--- config.mk ---
export PLATFORM = sky130hd
export DESIGN_NAME = regfile_bypass
export DESIGN_NICKNAME = d
export VERILOG_FILES = /design/src/source/regfile_pkg.sv /design/src/source/regfile_bypass.sv
export SDC_FILE = /design/constraint.sdc
export NUM_CORES = 1
export LEC_CHECK = 0
export BUFFER_PORTS_ARGS = -buffer_cell sky130_fd_sc_hd__buf_2
export CAP_MARGIN = 20
export CORE_MARGIN = 2
export CORE_UTILIZATION = 26
export DETAILED_ROUTE_END_ITERATION = 6
export GPL_TIMING_DRIVEN = 0
export SLEW_MARGIN = 0
export SYNTH_ARGS = -nofsm -noshare
export SYNTH_HDL_FRONTEND = slang
export SYNTH_SLANG_ARGS = --single-unit
export TNS_END_PERCENT = 50
--- constraint.sdc ---
create_clock -name clk -period 3.8 [get_ports clk]
set_input_delay 0.57 -clock clk [delete_from_list [all_inputs] [get_ports clk]]
set_output_delay 0.57 -clock clk [all_outputs]
set_load 0.01 [all_outputs]
--- src/source/regfile_pkg.sv ---
/*
  Geometry and word types of the banked integer register file.
  Modules import it inside their bodies and use scoped names in their port lists.
*/
`default_nettype none

package regfile_pkg;

  // register array geometry
  localparam int reg_count  = 64;
  localparam int data_width = 32;
  localparam int addr_width = $clog2(reg_count);

  // port counts
  localparam int num_read  = 4;
  localparam int num_write = 2;

  // banks are split on address bit 0, the upper bits select the row
  localparam int bank_count = 2;
  localparam int bank_depth = reg_count / bank_count;
  localparam int row_width  = addr_width - 1;

  // one register value
  typedef logic [data_width-1:0] reg_data_t;

  // full register address, bit 0 is the bank
  typedef logic [addr_width-1:0] reg_addr_t;

  // row inside one bank
  typedef logic [row_width-1:0] row_addr_t;

endpackage

`default_nettype wire

--- src/source/regfile_bypass.sv ---
/*
  Output stage of one read port. Picks the bank named by the registered
  address, forwards staged writes the banks do not hold yet, and applies the constant.
*/
`timescale 1ns/1ns
`default_nettype none

module regfile_bypass (
  input  wire                                                       clk,
  input  wire                                                       rst,
  input  wire                                                       rd_fire,
  input  wire regfile_pkg::reg_addr_t                               rd_addr,
  input  wire                                                       rd_const_en,
  input  wire regfile_pkg::reg_data_t                               rd_const,
  input  wire regfile_pkg::reg_data_t [regfile_pkg::bank_count-1:0] bank_data,
  input  wire [regfile_pkg::num_write-1:0]                          stage_en,
  input  wire regfile_pkg::reg_addr_t [regfile_pkg::num_write-1:0]  stage_addr,
  input  wire regfile_pkg::reg_data_t [regfile_pkg::num_write-1:0]  stage_data,
  output logic                                                      rd_data_valid,
  output regfile_pkg::reg_data_t                                    rd_data
);

  import regfile_pkg::*;

  reg_addr_t addr_q;
  reg_data_t const_q;
  logic      const_en_q;

  always_ff @(posedge clk) begin
    if (rst) begin
      rd_data_valid <= 1'b0;
      const_en_q    <= 1'b0;
    end else begin
      rd_data_valid <= rd_fire;
      const_en_q    <= rd_const_en;
    end
  end

  always_ff @(posedge clk) begin
    addr_q  <= rd_addr;
    const_q <= rd_const;
  end

  // staged entries are the writes of the read's own edge
  always_comb begin
    rd_data = bank_data[addr_q[0]];
    for (int w = 0; w < num_write; w++) begin
      // higher port checked last and so takes priority
      if (stage_en[w] && stage_addr[w] == addr_q) begin
        rd_data = stage_data[w];
      end
    end
    if (const_en_q) begin
      rd_data = const_q;
    end
  end

endmodule

`default_nettype wire

==> run_results.csv <==
group,metric,value,unit
job,cap_violations,0,
place,gp_congestion,0.862,
power,leakagePower,1.74,nW
critical_path,crit_fanout,10,
floorplan,die_w,99.2,um
yosys,yosys.cell_types.count,26,
sta,timing.slew.headroom,55.6,%
clock_tree,hold_buffers,0,
floorplan,rows,34,
critical_path,critPathLaunchType,"flop",
sta,finalSetupViolations,0,
global_route,grt_most_used_layer,"met2",
yosys,ys_warn_count,0,
global_route,grt_pass1_vias,2720,
clock_tree,postCtsSetupBuffers,0,
yosys,yosys.area.top_type,"dfxtp_1",
floorplan,dieHeight,99.2,um
global_route,grt_usage,16.6,%
global_route,grtUsageMet3,4.50,%
sta,finalHoldViolCount,0,
yosys,syn_avg_cell_area,9.90,um2
clock_tree,clock_path_buffers,2,
yosys,yosysTopAreaCellShare,34.0,%
finish,diodes,0,
clock_tree,clk_pin_slew,0.08,ns
sta,finalMaxSlewViolations,0,
clock_tree,cts_tree,"built",
sta,rsz0062_at_grt,"false",
global_route,met1_usage,18.3,%
global_route,antenna_found_initial,0,
routing,drc,0,
critical_path,required,3.23,ns
global_route,grt-ovfl-total,0,
yosys,ys_seq_area_share,34.0,%
yosys,syn_inst,238,
routing,vias,2648,
sta,worst_slew_pin_slew,0.666,ns
power,p_seq_share,44.4,%
critical_path,critPathArrivalTime,2.40,ns
place,portBuffers,216,
power,p_per_area,276,nW/um2
clock_tree,ctsRootBufferMaster,"clkbuf_8",
global_route,grt_use_met2,30.7,%
yosys,synth_area,2360,um2
finish,syn2layout_area_growth,54.9,%
power,p_int,0.730,mW
finish,nets,645,
power,p_clk_share,26.7,%
sta,min_period_over_period,78.2,%
power,combPwrFrac,28.8,%
sta,finalCriticalPeriod,2.97,ns
finish,fill_cells,915,
routing,drtPass1Iterations,4,
clock_tree,numCtsBuffers,5,
routing,drtIter0Drc,58,
clock_tree,cts_sinks,40,
critical_path,critPathKind,"reg -> out",
routing,viasPerCell,4.65,
yosys,synth_area_leaders,"dfxtp_1, mux2_2, mux2i_1",
global_route,grt_max_degree,12,
place,place_hpwl,6940,um
min_path,hold_class,"in -> reg",
yosys,synth_nets,422,
floorplan,core,8760,um2
routing,drt-total-wl,8480,um
clock_tree,post_cts_resize_count,0,
power,swShare,27.7,%
global_route,grt_pass1_wl,12800,um
floorplan,start_util,26.9,%
sta,fmax,0.337,GHz
yosys,synth-seq-cells,40,
routing,wl_per_cell,14.9,um
power,p_switching,0.279,mW
status,status,"finished, final reports clean",
clock_tree,htree_num_levels,2,
finish,final_layout_size_suffix_gt1_share,58.4,%
floorplan,io_pins,217,
power,ir_worst_vdd,124,uV
routing,ant_nets,0,
power,p_total,1.01,mW
floorplan,dieArea,9840,um2
sta,final.setup.tns,0,ns
critical_path,worstSetupEndpointType,"output port",
[cell type report]
cell class	count	area (um2)	share of cell area [%]
clock inverter	1	5.00	0.137
timing repair buffer	216	1080	29.6
tap	108	135	3.70
buffer	21	113	3.08
inverter	15	56.3	1.54
clock buffer	6	72.6	1.99
sequential	40	801	21.9
multi-input combinational	162	1390	38.0
[worst max-delay path, stage by stage, from the launching register on]
cell	delay, ns
dfxtp_1	0.32
buf_6	0.13
xor2_1	0.15
or4_1	0.51
buf_2	0.18
clkbuf_1	0.25
nor3b_1	0.29
a221o_1	0.14
buf_2	0.14
[cell usage after synthesis, drive strengths merged]
master	count
mux2i	29
dfxtp	40
a21oi	12
nand4	2
o211ai	2
nor3	15
nor4	1
xnor2	6
or3b	2
nand2b	13
nand2	2
o31ai	12
xor2	6
nor2b	3
a221o	3
a221oi	15
inv	15
mux2	35
buf	11
or4	1
nor3b	3
clkbuf	10
[state kept, by name, indices dropped and copies added (netlist names)]
name,count
const_q,32
rd_data_valid,1
addr_q,6
const_en_q,1
[cell usage in the layout (no fill, tap or decap), drive strengths merged, types with 2 or more instances in the layout]
master / instances
nor3: 15
nand2: 2
or3b: 2
mux2i: 29
dfxtp: 40
o31ai: 12
a21oi: 12
nor3b: 3
xnor2: 6
nand2b: 13
o211ai: 2
mux2: 35
nand4: 2
clkbuf: 16
inv: 15
xor2: 6
buf: 227
a221oi: 15
a221o: 3
nor2b: 3
[logic make-up (layout without fill, tap and decap cells)]
group	after synthesis	after routing	share of synthesized area, %
XOR/XNOR	12	12	4.46
flip-flops	40	40	34.0
AO/OA/AOI/OAI	44	44	13.9
AND/OR/NAND/NOR	42	42	11.5
buffers and inverters	36	259	7.17
multiplexers	64	64	29.0
[path summary, 6_finish.rpt]
path	startpoint	end	slack, ns	cells after the start
max	addr_q[0]	rd_data[8]	0.83	8
min	rd_const[5]	const_q[5]	0.37	1
[stage by stage]
step                setup WS (ns)  cell area [um2]  instances  util, %  hold slack (ns)
global route                0.673             3650        569     41.7            0.351
CTS                         0.756             3650        569     41.7            0.363
finish                      0.829             3650        569     41.7            0.374
detailed placement          0.807             3570        562     40.8            0.674
global placement            0.805             3570        562     40.8            0.672
floorplan                    1.25             2360        238        -            0.598
[per-layer routing]
metal	vias to the layer above	routed length, um
met2	135	4330
met4	0	147
met3	11	780
li1	1314	-
met5	-	0
met1	1188	3220
[power by group through the flow]
stage / logic (mW) / clock network [mW] / registers (mW)
after floorplan: 0.141 / 0 / 0.457
after global placement: 0.289 / 0 / 0.458
after detailed placement: 0.294 / 0 / 0.459
after CTS: 0.296 / 0.281 / 0.449
after global routing: 0.319 / 0.296 / 0.451
final: 0.291 / 0.270 / 0.448
(Power assumes the default switching activity.)
