==> config.mk <==
export PLATFORM = sky130hd
export DESIGN_NAME = regfile_init_seq
export DESIGN_NICKNAME = d
export VERILOG_FILES = /design/src/source/regfile_pkg.sv /design/src/source/regfile_init_pkg.sv /design/src/source/regfile_init_seq.sv
export SDC_FILE = /design/constraint.sdc
export NUM_CORES = 1
export LEC_CHECK = 0
export ABC_CLOCK_PERIOD_IN_PS = 2200
export BUFFER_PORTS_ARGS = -buffer_cell sky130_fd_sc_hd__buf_2
export CAP_MARGIN = 25
export CORE_AREA = 2 2 39 41
export CTS_CLUSTER_DIAMETER = 100
export DETAILED_ROUTE_END_ITERATION = 10
export DIE_AREA = 0 0 41 43
export PLACE_DENSITY_LB_ADDON = 0.1
export SLEW_MARGIN = 20
export SYNTH_ARGS = -nofsm -noshare
export SYNTH_HDL_FRONTEND = slang
export SYNTH_SLANG_ARGS = --single-unit
==> constraint.sdc <==
create_clock -name clk -period 2.2 [get_ports clk]
set_clock_uncertainty 0.05 [all_clocks]
set_input_delay 0.11 -clock clk [delete_from_list [all_inputs] [get_ports clk]]
set_output_delay 0.11 -clock clk [all_outputs]
set_load 0.01 [all_outputs]
==> src/source/regfile_pkg.sv <==
/*
  Geometry and word types of the banked integer register file.
  Modules import it inside their bodies and use scoped names in their port lists.
*/
`default_nettype none

package regfile_pkg;

  // register array geometry
  localparam int reg_count  = 64;
  localparam int data_width = 32;
  localparam int addr_width = $clog2(reg_count);

  // port counts
  localparam int num_read  = 4;
  localparam int num_write = 2;

  // banks are split on address bit 0, the upper bits select the row
  localparam int bank_count = 2;
  localparam int bank_depth = reg_count / bank_count;
  localparam int row_width  = addr_width - 1;

  // one register value
  typedef logic [data_width-1:0] reg_data_t;

  // full register address, bit 0 is the bank
  typedef logic [addr_width-1:0] reg_addr_t;

  // row inside one bank
  typedef logic [row_width-1:0] row_addr_t;

endpackage

`default_nettype wire

==> src/source/regfile_init_pkg.sv <==
/*
  State encoding and limits of the zero sweep that runs after reset.
*/
`default_nettype none

package regfile_init_pkg;

  // sweep FSM states
  typedef enum logic {
    init_sweep,
    init_done
  } init_state_t;

  // final row written before the register file opens
  localparam regfile_pkg::row_addr_t init_last_row =
    regfile_pkg::row_addr_t'(regfile_pkg::bank_depth - 1);

endpackage

`default_nettype wire

==> src/source/regfile_init_seq.sv <==
/*
  Zero sweep FSM. After reset it writes one row of both banks per cycle,
  then raises init_done, which the top level presents as ready.
*/
`timescale 1ns/1ns
`default_nettype none

module regfile_init_seq (
  input  wire                     clk,
  input  wire                     rst,
  output logic                    init_wen,
  output regfile_pkg::row_addr_t  init_row,
  output logic                    init_done
);

  import regfile_init_pkg::*;

  init_state_t state;

  always_ff @(posedge clk) begin
    if (rst) begin
      state    <= init_sweep;
      init_wen <= 1'b0;
      init_row <= '0;
    end else begin
      case (state)
        init_sweep: begin
          if (!init_wen) begin
            // first cycle out of reset, row 0 goes out next
            init_wen <= 1'b1;
          end else if (init_row == init_last_row) begin
            init_wen <= 1'b0;
            state    <= regfile_init_pkg::init_done;
          end else begin
            init_row <= init_row + 1'b1;
          end
        end
        default: begin
          init_wen <= 1'b0;
        end
      endcase
    end
  end

  // the port shares its name with the state value, hence the scoped name
  assign init_done = (state == regfile_init_pkg::init_done);

endmodule

`default_nettype wire

==> reports/results.md, run 1 <==
| Result | Reported | Unit |
| --- | --- | --- |
| Result of the run | completed | - |
| Placer Congestion | 0.640 | - |
| CTS Buf Count | 3 | - |
| Peak fanout along the critical path | 4 | - |
| Critical path class | reg -> reg | - |
| Maximum capacitance violations | 0 | - |
| CP startpoint kind | register | - |
| Number of antenna violations at the first check in global routing | 0 | - |
| Vias | 241 | - |
| Grt met3 use | 4.71 | % |
| Number of storage elements in the synthesis netlist | 7 | - |
| Kind of end point of the critical path | register | - |
| Skew-Pair Late Insertion Delay | 0.25 | ns |
| Worst min-delay path class | in -> reg | - |
| Peak VDD IR | 0.000212 | V |
| Met2 usage in global routing | 10.3 | % |
| Starting Density | 21.5 | % |
| Total of buffers placed on input and output ports | 8 | - |
| Post-synthesis cell type with the largest combined area | sky130_fd_sc_hd__dfxtp_1 | - |
| Number of clock sinks seen by CTS | 7 | - |
| Final worst hold slack | 0.0762 | ns |
| Endpoint required time on the critical path | 2.29 | ns |
| Layer carrying the most global-route usage | met2 | - |
| Gate count of the mapped netlist | 27 | - |
| Total routed wirelength | 597 | um |
| Biggest area contributors in the synthesized netlist | sky130_fd_sc_hd__dfxtp_1, sky130_fd_sc_hd__ha_1, sky130_fd_sc_hd__nor2_1, sky130_fd_sc_hd__mux2i_1, sky130_fd_sc_hd__nor3b_4 | - |
| Worst-path clk slew | 0.05 | ns |
| 1st-pass router iterations | 2 | - |
| Final setup violation count | 0 | - |
| Area grow syn2layout | 31.5 | % |
| Count of endpoints failing hold in the final timing report | 0 | - |
| Routed length per instance | 10.7 | um |
| Final-report max-slew violation count | 0 | - |
| TritonCTS clock tree | yes | - |
| Slowest cell on the critical path | sky130_fd_sc_hd__dfxtp_1 | - |
| Sum Neg Setup Slack | 0 | ns |
| Overall die area | 0.00176 | sq mm |
| Maximum frequency from static timing analysis | 566 | MHz |
| Top-Level Pins | 9 | - |
| Maximum cell stage delay along the critical path | 0.34 | ns |
| Cell family with most CP delay | simple AND/OR/NAND/NOR gates | - |
| Vias per inst | 4.30 | - |
| Wire length of the first global-routing pass | 903 | um |
| Post-route design area | 392 | sq um |
| Synthesized area | 298 | sq um |
| Total congestion overflow after global routing | 0 | - |
| Post-Syn Nets | 31 | - |
| Yosys warning total | 0 | - |
| Standby leakage power | 0.193 | nW |
| Via count of the first global-routing pass | 209 | - |
| Share of post-route cells with drive strength above 1 | 35.0 | % |
| GRT Total Usage | 8.66 | % |
| Number of distinct library cells after synthesis | 12 | - |
| Cell Area, Placed | 365 | sq um |
| Slew Limit Headroom | 87.3 | % |
| Pwr per Cell Area | 710 | mW/mm^2 |
| Post-CTS setup buffer count | 0 | - |
| Cells along the critical path | ha_1 -> and3_1 -> ha_1 -> nor3b_4 -> nand4_1 -> mux2_1 | - |
| Met1 Use GR | 9.42 | % |
| Cells resized by post-CTS repair | 0 | - |
| Number of DRC markers in iteration 0 | 2 | - |
| Core Area | 0.00138 | sq mm |
| Proportion of synthesized chip area in sequential cells | 47.1 | % |
| Most frequent CP cell | sky130_fd_sc_hd__ha_1 | - |
| Slew at the pin closest to its max-slew limit | 0.191 | ns |
| Overall die height | 43 | um |
| Post-layout minimum cycle time | 1.77 | ns |
| Unrepaired setup endpoints after global routing | no | - |
| Share of the clock period used by the worst path | 80.3 | % |
| Residual DRC | 0 | - |
| Endpoint arrival time on the critical path | 1.85 | ns |
| Count of hold buffers inserted by post-cts repair | 0 | - |
| Antenna diodes | 0 | - |
| Std-Cell Rows | 14 | - |
| Post-layout net count | 45 | - |
| CTS H-Tree Depth | 1 | - |
| Post-synth top area share | 47.1 | % |
| Critical path buffers and inverters | 0 | - |
| Detailed placer's ending HPWL | 457 | um |
| Remaining antenna violation count after routing | 0 | - |
| Die width | 41 | um |
| Average instance area after synthesis | 11.0 | sq um |
| Max Buffers Root-to-Sink | 2 | - |
| Pin count of the biggest net entering global routing | 9 | - |
| Clock Tree Root | sky130_fd_sc_hd__clkbuf_4 | - |
==> synth_stat cells <==
| library cell | count |
|---|---|
| sky130_fd_sc_hd__nor2_1 | 6 |
| sky130_fd_sc_hd__nor3b_4 | 1 |
| sky130_fd_sc_hd__dfxtp_1 | 7 |
| sky130_fd_sc_hd__nand4_1 | 1 |
| sky130_fd_sc_hd__nor2b_1 | 2 |
| sky130_fd_sc_hd__a21oi_1 | 1 |
| sky130_fd_sc_hd__ha_1 | 2 |
| sky130_fd_sc_hd__mux2i_1 | 2 |
| sky130_fd_sc_hd__and3_1 | 1 |
| sky130_fd_sc_hd__mux2_1 | 1 |
| sky130_fd_sc_hd__xnor2_1 | 2 |
| sky130_fd_sc_hd__and4bb_2 | 1 |
==> metrics by stage <==
step | power (mW) | setup slack (ns) | utilization, % | cells
2_1_floorplan | 0.154 | 0.384 | - | 27
3_3_place_gp | 0.165 | 0.440 | 26.4 | 52
3_5_place_dp | 0.166 | 0.416 | 26.4 | 52
4_1_cts | 0.284 | 0.403 | 28.3 | 56
5_1_grt | 0.295 | 0.326 | 28.3 | 56
6_report | 0.278 | 0.434 | 28.3 | 56
==> placed cells by master (no fill, tap or decap), drive strengths merged <==
cell    count
mux2i       2
and3        1
nor3b       1
clkbuf      4
and4bb      1
nor2b       2
dfxtp       7
xnor2       2
nand4       1
buf         9
mux2        1
ha          2
a21oi       1
nor2        6
==> path summary, 6_finish.rpt <==
| path | endpoint | slack (ns) | from | cells past startpoint |
|---|---|---|---|---|
| max reg2reg | init_row[3]$_SDFFE_PP0P_ | 0.43 | init_row[0]$_SDFFE_PP0P_ | 6 |
| min reg2reg | init_row[4]$_SDFFE_PP0P_ | 0.47 | init_row[4]$_SDFFE_PP0P_ | 2 |
| max | init_row[3]$_SDFFE_PP0P_ | 0.43 | init_row[0]$_SDFFE_PP0P_ | 6 |
| min | init_wen$_SDFF_PP0_ | 0.08 | rst | 2 |
==> layer usage <==
metal / vias up / wire length [um]
li1: 121 / -
met1: 115 / 264
met2: 5 / 286
met3: 0 / 46
met4: 0 / 0
met5: - / 0
==> cell type report <==
type                    count  area (sq um)
fillers                   155           992
multi-input cells          20           158
flip-flops and latches      7           140
repair buffers              9          47.5
clock buffers               4          26.3
well taps                  16          20.0
==> state kept, by name (all words and copies together) (netlist names) <==
| signal | count |
|---|---|
| init_wen | 1 |
| init_row | 5 |
| init_done | 1 |
==> cell families after synthesis <==
logic type	share of synthesized area, %
AND/OR/NAND/NOR	26.5
flip-flops	47.1
multiplexers	10.5
XOR/XNOR	5.88
adder cells (fa/ha/maj)	8.40
AO/OA/AOI/OAI	1.68
==> power by group <==
part	leakage, nW	internal (mW)	total (mW)	switching (mW)
registers	0.0572	0.132	0.137	0.00532
clock network	0.0150	0.0691	0.115	0.0458
logic	0.121	0.0131	0.0256	0.0126
Note: power is estimated with default switching activity, not from simulation.
==> inputs of run 2 (changes only) <==
Settings changed: ABC_AREA from default to 1, ABC_CLOCK_PERIOD_IN_PS 2200 to 1600.
Clock period 2.2 ns to 1.6 ns, I/O delays scaled along.
==> reports/results.md, run 2 <==
| Result | Reported | Unit | Delta |
| --- | --- | --- | --- |
| Worst-path clk slew | 0.06 | ns | about the same |
| Post-layout minimum cycle time | 1.42 | ns | -0.349 ns |
| Startpoint of the lowest-slack register-to-register path | init_row[0]$_SDFFE_PP0P_ | - |  |
| Post-layout net count | 61 | - | +36% |
| Vias per inst | 3.97 | - | -7.7% |
| Async S/R FF share, synth | 0 | % | unchanged |
| Most common library cell in the layout ignoring fill and taps | sky130_fd_sc_hd__nor2_1 | - |  |
| Overall die height | 43 | um | unchanged |
| Clk network pwr share | 42.0 | % | +0.7 points |
| Number of distinct library cells after synthesis | 13 | - | +1 |
| Endpoint arrival time on the critical path | 1.52 | ns | -0.33 ns |
| Synthesized area | 319 | sq um | +7.1% |
| Number of clock sinks seen by CTS | 7 | - | unchanged |
| Final worst hold slack | 0.457 | ns | +0.381 ns |
| Register containing the most flip-flops in the final layout | init_row | - |  |
| Final setup violation count | 0 | - | unchanged |
| Top-Level Pins | 9 | - | unchanged |
| Final-report max-slew violation count | 0 | - | unchanged |
| Final core area utilization | 30.2 | % | +1.9 points |
| Switching power share of the total | 25.8 | % | +2.9 points |
| CTS H-Tree Depth | 1 | - | unchanged |
| Post-Syn Nets | 47 | - | +52% |
| Uppermost metal layer occupied by signal nets | met3 | - |  |
| Detailed placer's ending HPWL | 469 | um | +2.6% |
| Hold Startpoint | init_done$_SDFF_PP0_ | - |  |
| Average instance area after synthesis | 7.42 | sq um | -33% |
| Number of antenna violations at the first check in global routing | 0 | - | unchanged |
| Pin count of the biggest net entering global routing | 7 | - | -2 |
| Yosys warning total | 0 | - | unchanged |
| Proportion of synthesized chip area in sequential cells | 43.9 | % | -3.1 points |
| Maximum frequency from static timing analysis | 706 | MHz | +25% |
| Biggest area contributors in the synthesized netlist | sky130_fd_sc_hd__dfxtp_1, sky130_fd_sc_hd__nor2_1, sky130_fd_sc_hd__nand2_1, sky130_fd_sc_hd__ha_1, sky130_fd_sc_hd__nand3_1 | - |  |
| Remaining antenna violation count after routing | 0 | - | unchanged |
| Critical path class | reg -> reg | - |  |
| Number of instances in the placed design | 67 | - | +29% |
| Post-CTS setup buffer count | 0 | - | unchanged |
| Post-synthesis cell type with the largest combined area | sky130_fd_sc_hd__dfxtp_1 | - |  |
| Area grow syn2layout | 31.0 | % |  |
| Gate count of the mapped netlist | 43 | - | +59% |
| Core Area | 0.00138 | sq mm | unchanged |
| Switching component of the power | 0.103 | mW | +62% |
| Share of post-route cells with drive strength above 1 | 30.4 | % | -4.6 points |
| Relative contribution of combinational cells to total power | 10.2 | % | +1.0 points |
| Met3 routed WL | 41 | um | -11% |
| Sum Neg Setup Slack | 0 | ns | unchanged |
| Commonest cells post-synth | sky130_fd_sc_hd__nor2_1, sky130_fd_sc_hd__nand2_1, sky130_fd_sc_hd__dfxtp_1 | - |  |
| Cell Area, Placed | 379 | sq um | +3.8% |
| Pre-CTS worst setup slack | 0.142 | ns | -0.274 ns |
| Post-route met1 wirelength | 297 | um | +13% |
| CTS Buf Count | 3 | - | unchanged |
| 1st-pass router iterations | 3 | - | +1 |
| Routed length per instance | 8.72 | um | -18% |
| Overall die area | 0.00176 | sq mm | unchanged |
| Flop pwr share | 47.7 | % | -1.8 points |
| Total of buffers placed on input and output ports | 8 | - | unchanged |
| Number of DRC markers in iteration 0 | 1 | - | -1 |
| CP startpoint kind | register | - |  |
| Total power | 0.400 | mW | +44% |
| Skew-Pair Late Insertion Delay | 0.25 | ns | about the same |
| Primary FF master, synth | sky130_fd_sc_hd__dfxtp_1 | - |  |
| Vias | 286 | - | +19% |
| Peak fanout along the critical path | 5 | - | +1 |
| Residual DRC | 0 | - | unchanged |
| Endpoint required time on the critical path | 1.70 | ns | -0.59 ns |
| Share of the clock period used by the worst path | 88.6 | % | +8.3 points |
| Library cell with the highest instance count after synthesis | sky130_fd_sc_hd__nor2_1 | - |  |
| Pwr per Cell Area | 956 | mW/mm^2 | +35% |
| GRT Total Usage | 9.85 | % | +1.2 points |
| Post-route design area | 418 | sq um | +6.7% |
| Number of flops mapped to enable cells by yosys | 0 | - | unchanged |
| Peak VDD IR | 0.000343 | V | +62% |
| Setup slack of the critical path after layout | 0.183 | ns | -0.251 ns |
| Maximum capacitance violations | 0 | - | unchanged |
| Critical Path Start | init_row[0]$_SDFFE_PP0P_ | - |  |
| Internal power contribution | 0.296 | mW | +38% |
| Worst Reg2Reg Path Length in Cells | 9 | - | +3 |
| Detail Route met2 WL | 289 | um | +1.0% |
| Wire length of the first global-routing pass | 1.10 | mm | +21% |
| Final standard cell count with taps included and fillers excluded | 72 | - | +29% |
| Die width | 41 | um | unchanged |
| Antenna diodes | 0 | - | unchanged |
| Most used cells in the layout excluding fill and tap cells | sky130_fd_sc_hd__nor2_1, sky130_fd_sc_hd__nand2_1, sky130_fd_sc_hd__buf_2 | - |  |
| Hold Path Stages | 2 | - | unchanged |
| Clock Tree Root | sky130_fd_sc_hd__clkbuf_4 | - |  |
| Count of endpoints failing hold in the final timing report | 0 | - | unchanged |
| Kind of end point of the critical path | register | - |  |
| Post-synth top area share | 43.9 | % | -3.1 points |
| Starting Density | 23.1 | % | +1.5 points |
| Result of the run | completed | - |  |
| Flip-flop count of the largest register, all copies and words added | 5 | - | unchanged |
| TritonCTS clock tree | yes | - |  |
| Worst min-delay path class | reg -> reg | - |  |
| Max Buffers Root-to-Sink | 2 | - | unchanged |
| Slew Limit Headroom | 87.2 | % | about the same |
| Total congestion overflow after global routing | 0 | - | unchanged |
| Unrepaired setup endpoints after global routing | no | - |  |
| Slew at the pin closest to its max-slew limit | 0.192 | ns | +0.00104 ns |
| Total routed wirelength | 628 | um | +5.2% |
| Placer Congestion | 0.670 | - | +4.7% |
| Standby leakage power | 0.203 | nW | +5.4% |
| Number of storage elements in the synthesis netlist | 7 | - | unchanged |
| Via count of the first global-routing pass | 273 | - | +31% |
| Std-Cell Rows | 14 | - | unchanged |
[run 2: changes by cell type after synthesis, sizes merged, moves of 2 or more]
cell | previous run | this run
nor2b | 2 | 0
nand3 | 0 | 3
nand2 | 0 | 9
xnor2 | 2 | 0
inv | 0 | 5
mux2i | 2 | 0
o21ai | 0 | 3
nor2 | 6 | 12
[run 2: routing by layer]
layer,vias up,global-route usage (%)
met1,121,11.3
met5,-,0
met4,0,8.00
met3,0,4.71
li1,159,-
met2,6,13.1
[run 2: area by class of cell]
type,instances,area [sq um]
clock buffers,4,26.3
fillers,162,966
inverters,5,18.8
multi-input cells,31,163
flip-flops and latches,7,140
well taps,16,20.0
repair buffers,9,50.0
[run 2: what timing repair did]
| item | in CTS | in global routing |
|---|---|---|
| hold buffers | 1 | 0 |
| resized for setup | 0 | 1 |
| endpoints found under the hold margin | 1 | 0 |
| endpoints found under the setup margin | 0 | 2 |
[run 2: power by group through the flow]
stage                     clock network [mW]  logic [mW]  registers [mW]
after floorplan                            0      0.0221           0.198
after global placement                     0      0.0408           0.195
after detailed placement                   0      0.0399           0.195
after CTS                              0.177      0.0420           0.191
after global routing                   0.193      0.0480           0.193
final                                  0.168      0.0409           0.191
[run 2: cells by family (layout without fill, tap and decap cells)]
logic type	Yosys count	after routing	synth area share (%)
AOI/OAI and AO/OA	5	5	9.02
adders and majority gates	2	2	7.84
buffers and inverters	5	18	5.88
DFF	7	7	43.9
and+or+nand+nor	24	24	33.3
[run 2: worst paths after layout]
kind | to | slack, ns
worst min-delay path | init_done$_SDFF_PP0_ | 0.46
worst max register to register | init_row[2]$_SDFFE_PP0P_ | 0.18
worst min register to register | init_done$_SDFF_PP0_ | 0.46
worst max-delay path | init_row[2]$_SDFFE_PP0P_ | 0.18
[run 2: critical path, stage by stage (launching register included)]
cell,delay [ns]
sky130_fd_sc_hd__dfxtp_1,0.39
sky130_fd_sc_hd__ha_1,0.20
sky130_fd_sc_hd__nand2_1,0.06
sky130_fd_sc_hd__nor2_1,0.12
sky130_fd_sc_hd__ha_2,0.24
sky130_fd_sc_hd__nor2_2,0.05
sky130_fd_sc_hd__nand3_1,0.08
sky130_fd_sc_hd__nand2_1,0.05
sky130_fd_sc_hd__inv_1,0.05
sky130_fd_sc_hd__nor2_1,0.03
==> inputs of run 3 (changes only) <==
Settings changed: ABC_AREA 1 to default.
==> reports/results.md, run 3 (synthesis gave the netlist of run 1 again) <==
| Result | Reported | Unit | Delta |
| --- | --- | --- | --- |
| Post-CTS setup buffer count | 0 | - | unchanged |
| Area grow syn2layout | 53.4 | % |  |
| Peak VDD IR | 0.000432 | V | +26% |
| Pwr per Cell Area | 875 | mW/mm^2 | -8.5% |
| Wire length of the first global-routing pass | 1.06 | mm | -3.2% |
| GRT Total Usage | 9.45 | % | -0.40 points |
| Worst-path clk slew | 0.05 | ns | about the same |
| Antenna diodes | 0 | - | unchanged |
| Top-Level Pins | 9 | - | unchanged |
| Result of the run | completed | - |  |
| Cell Area, Placed | 423 | sq um | +12% |
| Total of buffers placed on input and output ports | 8 | - | unchanged |
| Final setup violation count | 0 | - | unchanged |
| Overall die height | 43 | um | unchanged |
| Slowest cell on the critical path | sky130_fd_sc_hd__dfxtp_4 | - |  |
| Number of antenna violations at the first check in global routing | 0 | - | unchanged |
| Unrepaired setup endpoints after global routing | yes | - |  |
| Starting Density | 21.5 | % | -1.5 points |
| Final-report max-slew violation count | 0 | - | unchanged |
| Post-route design area | 457 | sq um | +9.3% |
| Routed length per instance | 11.0 | um | +26% |
| Most used cells in the layout excluding fill and tap cells | sky130_fd_sc_hd__buf_2, sky130_fd_sc_hd__nor2_1, sky130_fd_sc_hd__dfxtp_1 | - |  |
| Via count of the first global-routing pass | 258 | - | -5.5% |
| Residual DRC | 0 | - | unchanged |
| Critical path class | reg -> reg | - |  |
| Number of clock sinks seen by CTS | 7 | - | unchanged |
| Overall die area | 0.00176 | sq mm | unchanged |
| Maximum frequency from static timing analysis | 627 | MHz | -11% |
| Slew Limit Headroom | 87.5 | % | +0.26 points |
| Standby leakage power | 0.203 | nW | -0.11% |
| Die width | 41 | um | unchanged |
| TritonCTS clock tree | yes | - |  |
| Count of endpoints failing hold in the final timing report | 0 | - | unchanged |
| Worst min-delay path class | in -> reg | - |  |
| Flop pwr share | 47.4 | % | -0.3 points |
| Share of the clock period used by the worst path | 99.7 | % | +11 points |
| Maximum cell stage delay along the critical path | 0.35 | ns | -0.04 ns |
| Endpoint required time on the critical path | 1.69 | ns | about the same |
| 1st-pass router iterations | 2 | - | -1 |
| Post-layout minimum cycle time | 1.59 | ns | +0.178 ns |
| Number of DRC markers in iteration 0 | 3 | - | +2 |
| CTS H-Tree Depth | 1 | - | unchanged |
| Placer Congestion | 0.653 | - | -2.6% |
| Detailed placer's ending HPWL | 490 | um | +4.4% |
| Grt met3 use | 4.71 | % | unchanged |
| Total congestion overflow after global routing | 0 | - | unchanged |
| Remaining antenna violation count after routing | 0 | - | unchanged |
| Std-Cell Rows | 14 | - | unchanged |
| Met1 Use GR | 11.9 | % | +0.65 points |
| Number of instances in the placed design | 55 | - | -18% |
| Vias per inst | 4.14 | - | +4.1% |
| Kind of end point of the critical path | register | - |  |
| Flip-flop count of the largest register, all copies and words added | 5 | - | unchanged |
| Switching component of the power | 0.0958 | mW | -7.2% |
| Core Area | 0.00138 | sq mm | unchanged |
| Skew-Pair Late Insertion Delay | 0.25 | ns | about the same |
| Met2 usage in global routing | 12.2 | % | -0.94 points |
| Clock Tree Root | sky130_fd_sc_hd__clkbuf_4 | - |  |
| Setup slack of the critical path after layout | 0.00519 | ns | -0.178 ns |
| Register containing the most flip-flops in the final layout | init_row | - |  |
| Switching power share of the total | 24.0 | % | -1.9 points |
| Layer carrying the most global-route usage | met2 | - |  |
| Total power | 0.400 | mW | about the same |
| Post-layout net count | 48 | - | -21% |
| Endpoint arrival time on the critical path | 1.68 | ns | +0.16 ns |
| Fill count | 147 | - | -9.3% |
| Cells along the critical path | ha_4 -> and3_4 -> ha_4 -> nor3b_4 -> nand4_1 -> mux2_1 | - |  |
| Sum Neg Setup Slack | 0 | ns | unchanged |
| Vias | 244 | - | -15% |
| Most frequent CP cell | sky130_fd_sc_hd__ha_4 | - |  |
| Relative contribution of combinational cells to total power | 12.0 | % | +1.8 points |
| Final core area utilization | 33.0 | % | +2.8 points |
| CTS Buf Count | 3 | - | unchanged |
| Pin count of the biggest net entering global routing | 9 | - | +2 |
| Max Buffers Root-to-Sink | 2 | - | unchanged |
| Most common library cell in the layout ignoring fill and taps | sky130_fd_sc_hd__buf_2 | - |  |
| Final worst hold slack | 0.0497 | ns | -0.407 ns |
| Clk network pwr share | 40.6 | % | -1.4 points |
| Maximum capacitance violations | 0 | - | unchanged |
| Peak fanout along the critical path | 2 | - | -3 |
| Final standard cell count with taps included and fillers excluded | 59 | - | -18% |
| Internal power contribution | 0.304 | mW | +2.6% |
| Total routed wirelength | 648 | um | +3.2% |
| Pre-CTS worst setup slack | -0.0123 | ns | -0.154 ns |
| CP startpoint kind | register | - |  |
| Slew at the pin closest to its max-slew limit | 0.188 | ns | -0.00391 ns |
| Share of post-route cells with drive strength above 1 | 53.5 | % | +23 points |
run 3: changes by cell type in the layout (fill, tap and decap cells not counted), moves of 3 or more:
cell	previous run	this run
sky130_fd_sc_hd__nor2_1	10	6
sky130_fd_sc_hd__nand2_1	8	0
sky130_fd_sc_hd__nand3_1	3	0
sky130_fd_sc_hd__buf_4	0	4
sky130_fd_sc_hd__inv_1	4	0
sky130_fd_sc_hd__o21ai_1	3	0
run 3: path summary, 6_finish.rpt:
| kind | start | end | slack [ns] | depth (start not counted) |
|---|---|---|---|---|
| max reg2reg | init_row[0]$_SDFFE_PP0P_ | init_row[3]$_SDFFE_PP0P_ | 0.005 | 6 |
| min | rst | init_row[0]$_SDFFE_PP0P_ | 0.05 | 2 |
| max | init_row[0]$_SDFFE_PP0P_ | init_row[3]$_SDFFE_PP0P_ | 0.005 | 6 |
| min reg2reg | init_row[4]$_SDFFE_PP0P_ | init_row[4]$_SDFFE_PP0P_ | 0.52 | 2 |
run 3: area by class of cell:
type | count | area, sq um | share of cell area (%)
Sequential cell | 7 | 145 | 31.8
Timing Repair Buffer | 12 | 70.1 | 15.3
Tap cell | 16 | 20.0 | 4.38
Clock buffer | 4 | 26.3 | 5.75
Multi-Input combinational cell | 20 | 195 | 42.7
run 3: critical path: cells and delay by family, from the launching register on:
kind / cells / cell delay (ns)
simple gates: 3 / 0.46
flops: 1 / 0.35
fa+ha+maj: 2 / 0.31
mux: 1 / 0.31
run 3: power by group through the flow:
stage	clock (mW)	combinational, mW	sequential, mW
after floorplan	0	0.0181	0.198
after global placement	0	0.0485	0.193
after detailed placement	0	0.0480	0.193
after CTS	0.172	0.0485	0.189
after global routing	0.181	0.0558	0.190
final	0.162	0.0479	0.189
run 3: repair_timing:
action                                  4_1_cts  5_1_grt
hold buffers                                  0        0
pin swaps                                     2        3
gates resized for setup                       0        1
endpoints found under the setup margin        1        4
run 3: metal layers:
metal,wire (um),vias up
li1,-,126
met1,305,111
met2,300,7
met3,42,0
met4,0,0
met5,0,-
